File: src/common/switch_pkg.sv
/*
  Shared constants of the four port switch
  Port count, word widths, delay depths and retry buffer sizing
*/
package switch_pkg;

  // Port count and port index width
  localparam int ports = 4;
  localparam int port_w = 2;

  // Payload width of a single word packet
  localparam int data_w = 32;

  // Time of flight from the input pins to the allocator
  localparam int link_delay_cycles = 2;

  // Serialization delay after the crossbar register
  localparam int serial_delay_cycles = 2;

  // Retry buffer entries per input and the matching pointer width
  localparam int buf_depth = 4;
  localparam int buf_ptr_w = 2;

  // Uncontended latency, time of flight plus crossbar register plus serialization
  localparam int switch_latency = link_delay_cycles + 1 + serial_delay_cycles;

endpackage

File: src/hdl/link_delay.sv
/*
  Valid and word shift register of fixed depth
  Models link time of flight and output serialization
*/
`timescale 1ns/1ps

module link_delay
  import switch_pkg::*;
#(
  parameter int depth = 2
) (
  input  logic                     clk,
  input  logic                     rst_n,
  input  logic                     in_valid,
  input  logic [data_w+port_w-1:0] in_word,
  output logic                     out_valid,
  output logic [data_w+port_w-1:0] out_word
);

  logic [depth-1:0]                     valid_q;
  logic [depth-1:0][data_w+port_w-1:0] word_q;

  // Valid bits are cleared so nothing leaves the line after reset
  always_ff @(posedge clk) begin
    if (!rst_n) begin
      valid_q <= '0;
    end else begin
      valid_q[0] <= in_valid;
      for (int s = 1; s < depth; s++) begin
        valid_q[s] <= valid_q[s-1];
      end
    end
  end

  always_ff @(posedge clk) begin
    word_q[0] <= in_word;
    for (int s = 1; s < depth; s++) begin
      word_q[s] <= word_q[s-1];
    end
  end

  assign out_valid = valid_q[depth-1];
  assign out_word  = word_q[depth-1];

endmodule

File: src/switch/switch_alloc.sv
/*
  Per output round-robin allocator
  Buffered heads win over fresh packets, pop strobes per input
*/
`timescale 1ns/1ps

module switch_alloc
  import switch_pkg::*;
(
  input  logic                             clk,
  input  logic                             rst_n,
  input  logic [ports-1:0]                 lnk_valid,
  input  logic [ports-1:0][port_w-1:0]     lnk_dest,
  input  logic [ports-1:0]                 buf_valid,
  input  logic [ports-1:0][port_w-1:0]     buf_dest,
  output logic [ports-1:0][ports-1:0]      grant_fresh,
  output logic [ports-1:0][ports-1:0]      grant_buf,
  output logic [ports-1:0]                 pop
);

  // One pointer per output, rows of the request matrices are outputs
  logic [ports-1:0][port_w-1:0] ptr_q;
  logic [ports-1:0][ports-1:0]  buf_req;
  logic [ports-1:0][ports-1:0]  fresh_req;

  // First requester at or after the start index, one hot
  function automatic logic [ports-1:0] rr_pick(input logic [ports-1:0]  req,
                                               input logic [port_w-1:0] start);
    logic [ports-1:0]  onehot;
    logic [port_w-1:0] idx;
    logic              found;
    onehot = '0;
    found  = 1'b0;
    for (int k = 0; k < ports; k++) begin
      // Index wraps naturally at the port count
      idx = start + port_w'(k);
      if (!found && req[idx]) begin
        onehot[idx] = 1'b1;
        found       = 1'b1;
      end
    end
    return onehot;
  endfunction

  function automatic logic [port_w-1:0] onehot_index(input logic [ports-1:0] onehot);
    logic [port_w-1:0] idx;
    idx = '0;
    for (int k = 0; k < ports; k++) begin
      if (onehot[k]) begin
        idx = port_w'(k);
      end
    end
    return idx;
  endfunction

  always_comb begin
    for (int o = 0; o < ports; o++) begin
      for (int i = 0; i < ports; i++) begin
        buf_req[o][i]   = buf_valid[i] && (buf_dest[i] == port_w'(o));
        fresh_req[o][i] = lnk_valid[i] && (lnk_dest[i] == port_w'(o));
      end
    end
  end

  always_comb begin
    for (int o = 0; o < ports; o++) begin
      grant_buf[o] = rr_pick(buf_req[o], ptr_q[o]);
      // Fresh traffic only gets the output when no buffered head wants it
      if (|buf_req[o]) begin
        grant_fresh[o] = '0;
      end else begin
        grant_fresh[o] = rr_pick(fresh_req[o], ptr_q[o]);
      end
    end
  end

  // Column OR of the buffered grants
  always_comb begin
    pop = '0;
    for (int o = 0; o < ports; o++) begin
      pop = pop | grant_buf[o];
    end
  end

  // Only fresh grants advance the pointer
  always_ff @(posedge clk) begin
    if (!rst_n) begin
      ptr_q <= '0;
    end else begin
      for (int o = 0; o < ports; o++) begin
        if (|grant_fresh[o]) begin
          ptr_q[o] <= onehot_index(grant_fresh[o]) + port_w'(1);
        end
      end
    end
  end

endmodule

File: src/switch/photonic_switch.sv
/*
  Registered crossbar
  Forwards granted packets and diverts fresh losers toward the retry buffers
*/
`timescale 1ns/1ps

module photonic_switch
  import switch_pkg::*;
(
  input  logic                             clk,
  input  logic                             rst_n,
  input  logic [ports-1:0]                 lnk_valid,
  input  logic [ports-1:0][port_w-1:0]     lnk_dest,
  input  logic [ports-1:0][data_w-1:0]     lnk_data,
  input  logic [ports-1:0][data_w-1:0]     buf_data,
  input  logic [ports-1:0][ports-1:0]      grant_fresh,
  input  logic [ports-1:0][ports-1:0]      grant_buf,
  output logic [ports-1:0]                 sw_valid,
  output logic [ports-1:0][data_w-1:0]     sw_data,
  output logic [ports-1:0]                 sw_retry,
  output logic [ports-1:0]                 divert_valid,
  output logic [ports-1:0][port_w-1:0]     divert_dest,
  output logic [ports-1:0][data_w-1:0]     divert_data
);

  logic [ports-1:0]             xbar_valid;
  logic [ports-1:0][data_w-1:0] xbar_data;
  logic [ports-1:0]             xbar_retry;
  logic [ports-1:0]             lost;

  // Grant rows are one hot, so an OR of the masked sources is the mux
  always_comb begin
    for (int o = 0; o < ports; o++) begin
      xbar_valid[o] = (|grant_fresh[o]) || (|grant_buf[o]);
      xbar_retry[o] = |grant_buf[o];
      xbar_data[o]  = '0;
      for (int i = 0; i < ports; i++) begin
        if (grant_fresh[o][i]) begin
          xbar_data[o] = xbar_data[o] | lnk_data[i];
        end
        if (grant_buf[o][i]) begin
          xbar_data[o] = xbar_data[o] | buf_data[i];
        end
      end
    end
  end

  // A fresh packet lost when its own row did not grant its input
  always_comb begin
    for (int i = 0; i < ports; i++) begin
      lost[i] = lnk_valid[i] && !grant_fresh[lnk_dest[i]][i];
    end
  end

  always_ff @(posedge clk) begin
    if (!rst_n) begin
      sw_valid     <= '0;
      sw_retry     <= '0;
      divert_valid <= '0;
    end else begin
      sw_valid     <= xbar_valid;
      sw_retry     <= xbar_retry;
      divert_valid <= lost;
    end
  end

  // Payload side of the crossbar and the divert path
  always_ff @(posedge clk) begin
    sw_data     <= xbar_data;
    divert_dest <= lnk_dest;
    divert_data <= lnk_data;
  end

endmodule

File: src/switch/retry_buffer.sv
/*
  Retry FIFO for one input
  Head view with bypass when empty, pop on grant, drop when full
*/
`timescale 1ns/1ps

module retry_buffer
  import switch_pkg::*;
(
  input  logic              clk,
  input  logic              rst_n,
  input  logic              divert_valid,
  input  logic [port_w-1:0] divert_dest,
  input  logic [data_w-1:0] divert_data,
  input  logic              pop,
  output logic              buf_valid,
  output logic [port_w-1:0] buf_dest,
  output logic [data_w-1:0] buf_data,
  output logic              drop
);

  logic [buf_depth-1:0][port_w-1:0] mem_dest;
  logic [buf_depth-1:0][data_w-1:0] mem_data;
  logic [buf_ptr_w-1:0]             wr_ptr_q;
  logic [buf_ptr_w-1:0]             rd_ptr_q;
  logic [buf_ptr_w:0]               count_q;
  logic                             empty;
  logic                             full;
  logic                             wr_en;
  logic                             rd_en;

  assign empty = (count_q == '0);
  assign full  = (count_q == (buf_ptr_w+1)'(buf_depth));

  // New diversion is visible in its own cycle when nothing is queued ahead of it
  assign buf_valid = !empty || divert_valid;
  assign buf_dest  = empty ? divert_dest : mem_dest[rd_ptr_q];
  assign buf_data  = empty ? divert_data : mem_data[rd_ptr_q];

  // A bypassed word that is popped at once never enters storage
  // Pop on a full FIFO frees the slot for the incoming word
  assign wr_en = divert_valid && !(empty && pop) && (!full || pop);
  assign rd_en = pop && !empty;
  assign drop  = divert_valid && full && !pop;

  always_ff @(posedge clk) begin
    if (!rst_n) begin
      wr_ptr_q <= '0;
      rd_ptr_q <= '0;
      count_q  <= '0;
    end else begin
      if (wr_en) begin
        wr_ptr_q <= wr_ptr_q + buf_ptr_w'(1);
      end
      if (rd_en) begin
        rd_ptr_q <= rd_ptr_q + buf_ptr_w'(1);
      end
      case ({wr_en, rd_en})
        2'b10:   count_q <= count_q + (buf_ptr_w+1)'(1);
        2'b01:   count_q <= count_q - (buf_ptr_w+1)'(1);
        default: count_q <= count_q;
      endcase
    end
  end

  always_ff @(posedge clk) begin
    if (wr_en) begin
      mem_dest[wr_ptr_q] <= divert_dest;
      mem_data[wr_ptr_q] <= divert_data;
    end
  end

endmodule

File: src/hdl/switch_top.sv
/*
  Switch node top level
  Input delay lines, allocator, crossbar, retry buffers, output delay lines
*/
`timescale 1ns/1ps

module switch_top
  import switch_pkg::*;
(
  input  logic                             clk,
  input  logic                             rst_n,
  input  logic [ports-1:0]                 in_valid,
  input  logic [ports-1:0][port_w-1:0]     in_dest,
  input  logic [ports-1:0][data_w-1:0]     in_data,
  output logic [ports-1:0]                 out_valid,
  output logic [ports-1:0][data_w-1:0]     out_data,
  output logic [ports-1:0]                 out_retry,
  output logic [ports-1:0]                 drop
);

  // Link side
  logic [ports-1:0]                     lnk_valid;
  logic [ports-1:0][port_w-1:0]         lnk_dest;
  logic [ports-1:0][data_w-1:0]         lnk_data;
  logic [ports-1:0][data_w+port_w-1:0]  lnk_word;

  // Retry buffer heads
  logic [ports-1:0]                     buf_valid;
  logic [ports-1:0][port_w-1:0]         buf_dest;
  logic [ports-1:0][data_w-1:0]         buf_data;
  logic [ports-1:0]                     pop;

  logic [ports-1:0][ports-1:0]          grant_fresh;
  logic [ports-1:0][ports-1:0]          grant_buf;

  // Crossbar results and diversions
  logic [ports-1:0]                     sw_valid;
  logic [ports-1:0][data_w-1:0]         sw_data;
  logic [ports-1:0]                     sw_retry;
  logic [ports-1:0]                     divert_valid;
  logic [ports-1:0][port_w-1:0]         divert_dest;
  logic [ports-1:0][data_w-1:0]         divert_data;

  logic [ports-1:0][data_w+port_w-1:0]  ser_word;

  for (genvar p = 0; p < ports; p++) begin : g_port
    link_delay #(.depth(link_delay_cycles)) i_link_delay (
      .clk       (clk),
      .rst_n     (rst_n),
      .in_valid  (in_valid[p]),
      .in_word   ({in_dest[p], in_data[p]}),
      .out_valid (lnk_valid[p]),
      .out_word  (lnk_word[p])
    );

    assign lnk_dest[p] = lnk_word[p][data_w +: port_w];
    assign lnk_data[p] = lnk_word[p][data_w-1:0];

    retry_buffer i_retry_buffer (
      .clk          (clk),
      .rst_n        (rst_n),
      .divert_valid (divert_valid[p]),
      .divert_dest  (divert_dest[p]),
      .divert_data  (divert_data[p]),
      .pop          (pop[p]),
      .buf_valid    (buf_valid[p]),
      .buf_dest     (buf_dest[p]),
      .buf_data     (buf_data[p]),
      .drop         (drop[p])
    );

    // Output port is fixed by the row, the spare bits carry the retry mark
    link_delay #(.depth(serial_delay_cycles)) i_serial_delay (
      .clk       (clk),
      .rst_n     (rst_n),
      .in_valid  (sw_valid[p]),
      .in_word   ({{(port_w-1){1'b0}}, sw_retry[p], sw_data[p]}),
      .out_valid (out_valid[p]),
      .out_word  (ser_word[p])
    );

    assign out_data[p]  = ser_word[p][data_w-1:0];
    assign out_retry[p] = out_valid[p] & ser_word[p][data_w];
  end

  switch_alloc i_switch_alloc (
    .clk         (clk),
    .rst_n       (rst_n),
    .lnk_valid   (lnk_valid),
    .lnk_dest    (lnk_dest),
    .buf_valid   (buf_valid),
    .buf_dest    (buf_dest),
    .grant_fresh (grant_fresh),
    .grant_buf   (grant_buf),
    .pop         (pop)
  );

  photonic_switch i_photonic_switch (
    .clk          (clk),
    .rst_n        (rst_n),
    .lnk_valid    (lnk_valid),
    .lnk_dest     (lnk_dest),
    .lnk_data     (lnk_data),
    .buf_data     (buf_data),
    .grant_fresh  (grant_fresh),
    .grant_buf    (grant_buf),
    .sw_valid     (sw_valid),
    .sw_data      (sw_data),
    .sw_retry     (sw_retry),
    .divert_valid (divert_valid),
    .divert_dest  (divert_dest),
    .divert_data  (divert_data)
  );

endmodule

File: config.mk
export PLATFORM = sky130hd
export DESIGN_NAME = switch_top
export DESIGN_NICKNAME = d
export VERILOG_FILES = /design/src/common/switch_pkg.sv /design/src/hdl/link_delay.sv /design/src/switch/switch_alloc.sv /design/src/switch/photonic_switch.sv /design/src/switch/retry_buffer.sv /design/src/hdl/switch_top.sv
export SDC_FILE = /design/constraint.sdc
export NUM_CORES = 2
export LEC_CHECK = 0
export BUFFER_PORTS_ARGS = -buffer_cell sky130_fd_sc_hd__buf_2
export CAP_MARGIN = 40
export CORE_ASPECT_RATIO = 0.6
export CORE_MARGIN = 2
export CORE_UTILIZATION = 30
export CTS_BUF_LIST = sky130_fd_sc_hd__clkbuf_16
export CTS_CLUSTER_DIAMETER = 100
export DETAILED_ROUTE_END_ITERATION = 10
export PLACE_DENSITY = 0.52
export SLEW_MARGIN = 20
export SYNTH_ARGS = -nofsm -noshare
export SYNTH_HDL_FRONTEND = slang
export SYNTH_HIERARCHICAL = 1
export SYNTH_SLANG_ARGS = --single-unit
File: constraint.sdc
create_clock -name clk -period 5.5 [get_ports clk]
set_input_delay 0.55 -clock clk [delete_from_list [all_inputs] [get_ports clk]]
set_output_delay 0.55 -clock clk [all_outputs]
set_load 0.03 [all_outputs]
==> Flow_metrics.wiki <==
{| class="wikitable"
! Metric !! Value
|-
| Topmost layer with routed signal wires || met5
|-
| Highest clock frequency the design can meet || 0.186 GHz
|-
| Number of antenna violations at the first check in global routing || 17
|-
| Status || finished, final reports clean
|-
| DR WL met3 || 25800 um
|-
| Post-route DRC violation count || 0
|-
| Clock net sink count || 1408
|-
| Layout cell share with drive strength beyond 1 || 25.6%
|-
| Min-delay worst type || reg2reg
|-
| Total negative slack || 0 ps
|-
| Final critical-path required period || 5370 ps
|-
| Total detailed-routing wirelength || between 150000 and 200000 um
|-
| Routed metal-1 wirelength || 74300 um
|-
| TritonCTS clock tree || built
|-
| Final worst-path cycle share || 97.7%
|-
| Number of detailed-route iterations in the first pass || 8
|-
| Final setup violating endpoints || 0
|-
| GRT Resource Usage Total || a little under a fifth
|-
| Mean number of vias per cell || 5.41
|-
| Detailed-route via count || approximately 32000
|-
| Critical path data required time || 4950 ps
|-
| I/O pin total || roughly 280
|-
| Floorplan Core Area || 167000 um2
|-
| Netlist Area Pre-Place || 50500 um2
|-
| Number of clock buffers inserted by TritonCTS || 144
|-
| Met2 WL || 64600 um
|-
| Area of the die || approximately 170000 um2
|-
| Placer Congestion || 0.850
|-
| Power Density || about 460 nW/um2
|-
| Skew final || between 50 and 60 ps
|-
| Capturing element type of the critical path || output pin
|-
| Depth of the CTS H-tree || 4
|-
| Leak pwr || between 20 and 25 nW
|-
| Via count of the first global-routing pass || 31110
|-
| Total number of placement rows || between 100 and 150
|-
| Signal arrival time at the worst endpoint || between 4000 and 5000 ps
|-
| Startpoint kind of the worst setup timing path || register
|-
| Register-to-Register Setup Slack || 240 ps
|-
| Transition at the pin with the smallest max-transition slack || 985 ps
|-
| Worst-path fanout max || 6
|-
| Area overhead of the layout relative to synthesis || 17.0%
|-
| Initial Util || 30.3%
|-
| Number of maximum-capacitance constraint violations || 0
|-
| Largest net degree at the start of global routing || 39
|-
| Final-report max-slew violation count || 0
|-
| Max rail drop VDD || 0.338 mV
|-
| Final hold violation count || 0
|-
| Clock network latency to the later pin of the worst-skew pair || approximately 800 ps
|-
| Count of input and output buffers || 281
|-
| Mean post-synth cell area || 14.8 um2
|-
| Start-to-end type of the worst setup path || reg2out
|-
| First DRT Iteration DRCs || 5441
|-
| Net count after synthesis || 3598
|-
| Yosys Warn Count || 6
|-
| Global-route wire length before repair || 234000 um
|-
| Post-Synthesis Cells || 3410
|-
| Routed Antenna Nets || 0
|-
| Die H || roughly 320 um
|-
| Overflow after GRT || 0
|-
| CTS root buffer || sky130_fd_sc_hd__clkbuf_16
|-
| Number of nets at the end of the flow || 3794
|-
| Relative max-transition margin || approximately 34%
|-
| Post-detailed-route wirelength per cell || 28.6 um
|-
| Final Hold Slack || 290 ps
|-
| Worst-case clock buffer depth || 4
|-
| Die X-Extent || between 500 and 600 um
|-
| Register clock-pin slew on the reported worst setup and hold paths || 70 ps
|-
| Post-detailed-placement half-perimeter wirelength || 109000 um
|}
-- cell type report --
cell class | count | area [um2]
timing repair buffer | 517 | 3880
inverter | 56 | 210
clock buffer | 158 | 3950
clock inverter | 90 | 644
sequential | 1408 | 33600
antenna | 6 | 15.0
fill | 15874 | 108000
multi-input combinational | 1479 | 14000
tap | 2242 | 2810
-- worst paths after layout --
check / end / from / depth (start not counted)
setup / recovery: drop[0] / g_port[1].i_retry_buffer/rd_ptr_q[0]$_SDFFE_PN0P_ / 12
hold / removal: g_port[2].i_serial_delay/word_q[18]$_DFF_P_ / i_photonic_switch/sw_data[82]$_DFF_P_ / 0
setup reg to reg: g_port[0].i_retry_buffer/count_q[2]$_SDFFE_PN0P_ / g_port[1].i_retry_buffer/rd_ptr_q[0]$_SDFFE_PN0P_ / 19
hold reg to reg: g_port[2].i_serial_delay/word_q[18]$_DFF_P_ / i_photonic_switch/sw_data[82]$_DFF_P_ / 0
-- routing by layer --
layer | global-route usage, % | up-vias
met5 | 0.364 | -
met3 | 9.56 | 443
met4 | 5.81 | 10
li1 | - | 13244
met1 | 27.3 | 16014
met2 | 24.6 | 2490
-- metrics by stage --
stage          power [mW]  std cells  util [%]  setup slack (ps)  instance area, um2
2_1_floorplan        15.7       3410         -               445               50500
3_3_place_gp         17.4       5553      31.6               258               52800
3_5_place_dp         17.4       5555      31.6               201               52800
4_1_cts              27.2       5943      35.3              2.37               58900
5_1_grt              28.1       5952      35.4             -6.87               59100
6_report             27.2       5956      35.4               129               59100
-- power breakdown --
| group | internal (mW) | total [mW] | switching (mW) |
|---|---|---|---|
| registers | 12.0 | 12.6 | 0.579 |
| logic | 1.50 | 5.00 | 3.51 |
| clock network | 5.49 | 9.62 | 4.14 |
-- registers in the layout, summed over array words and instances (netlist names), 12 cells and up --
| register | cells |
|---|---|
| g_port.i_retry_buffer/mem_data | 512 |
| g_port.i_link_delay/out_word | 136 |
| g_port.i_link_delay/word_q | 136 |
| g_port.i_serial_delay/out_word | 132 |
| g_port.i_serial_delay/word_q | 132 |
| i_photonic_switch/divert_data | 128 |
| i_photonic_switch/sw_data | 128 |
| g_port.i_retry_buffer/mem_dest | 32 |
| g_port.i_retry_buffer/count_q | 12 |
-- cell usage in the layout, fill, tap and decap left out, types with 14 or more instances in the layout --
cell type                       instances
sky130_fd_sc_hd__buf_12                21
sky130_fd_sc_hd__nor2_1                34
sky130_fd_sc_hd__nand3b_1              16
sky130_fd_sc_hd__inv_2                 15
sky130_fd_sc_hd__inv_1                 66
sky130_fd_sc_hd__a22oi_1              512
sky130_fd_sc_hd__nand2_1               61
sky130_fd_sc_hd__edfxtp_1             544
sky130_fd_sc_hd__ha_1                  42
sky130_fd_sc_hd__buf_2                280
sky130_fd_sc_hd__mux2_2               135
sky130_fd_sc_hd__dlygate4sd3_1        140
sky130_fd_sc_hd__o21ai_0               28
sky130_fd_sc_hd__mux4_2               133
sky130_fd_sc_hd__nand4_1              139
sky130_fd_sc_hd__buf_4                 70
sky130_fd_sc_hd__clkinv_2              16
sky130_fd_sc_hd__and2_1                37
sky130_fd_sc_hd__a21oi_1               14
sky130_fd_sc_hd__clkbuf_16            158
sky130_fd_sc_hd__nand3_1               30
sky130_fd_sc_hd__clkinv_1              17
sky130_fd_sc_hd__and2_2                16
sky130_fd_sc_hd__xnor2_1               16
sky130_fd_sc_hd__mux2i_1               22
sky130_fd_sc_hd__mux4_1                23
sky130_fd_sc_hd__dfxtp_1              856
sky130_fd_sc_hd__a22o_1                16
sky130_fd_sc_hd__a221o_2               16
-- what timing repair did --
action                                  4_1_cts  5_1_grt
endpoints found under the setup margin        4        4
hold endpoints to repair                    140        0
pin swaps                                     2        3
hold buffers                                140        0
setup buffers                                 0        1
gates resized for setup                      10       10
-- worst max-delay path, cell delays in order (launching register included) --
cell,delay [ps]
sky130_fd_sc_hd__dfxtp_4,370
sky130_fd_sc_hd__mux4_1,590
sky130_fd_sc_hd__mux2_2,390
sky130_fd_sc_hd__nor3b_4,280
sky130_fd_sc_hd__buf_4,190
sky130_fd_sc_hd__nor3_1,60
sky130_fd_sc_hd__nor3_1,220
sky130_fd_sc_hd__a211oi_1,130
sky130_fd_sc_hd__a221o_2,460
sky130_fd_sc_hd__or4_4,580
sky130_fd_sc_hd__nor4_4,360
sky130_fd_sc_hd__buf_6,190
sky130_fd_sc_hd__clkbuf_4,190
Note: power is estimated with default switching activity, not from simulation.
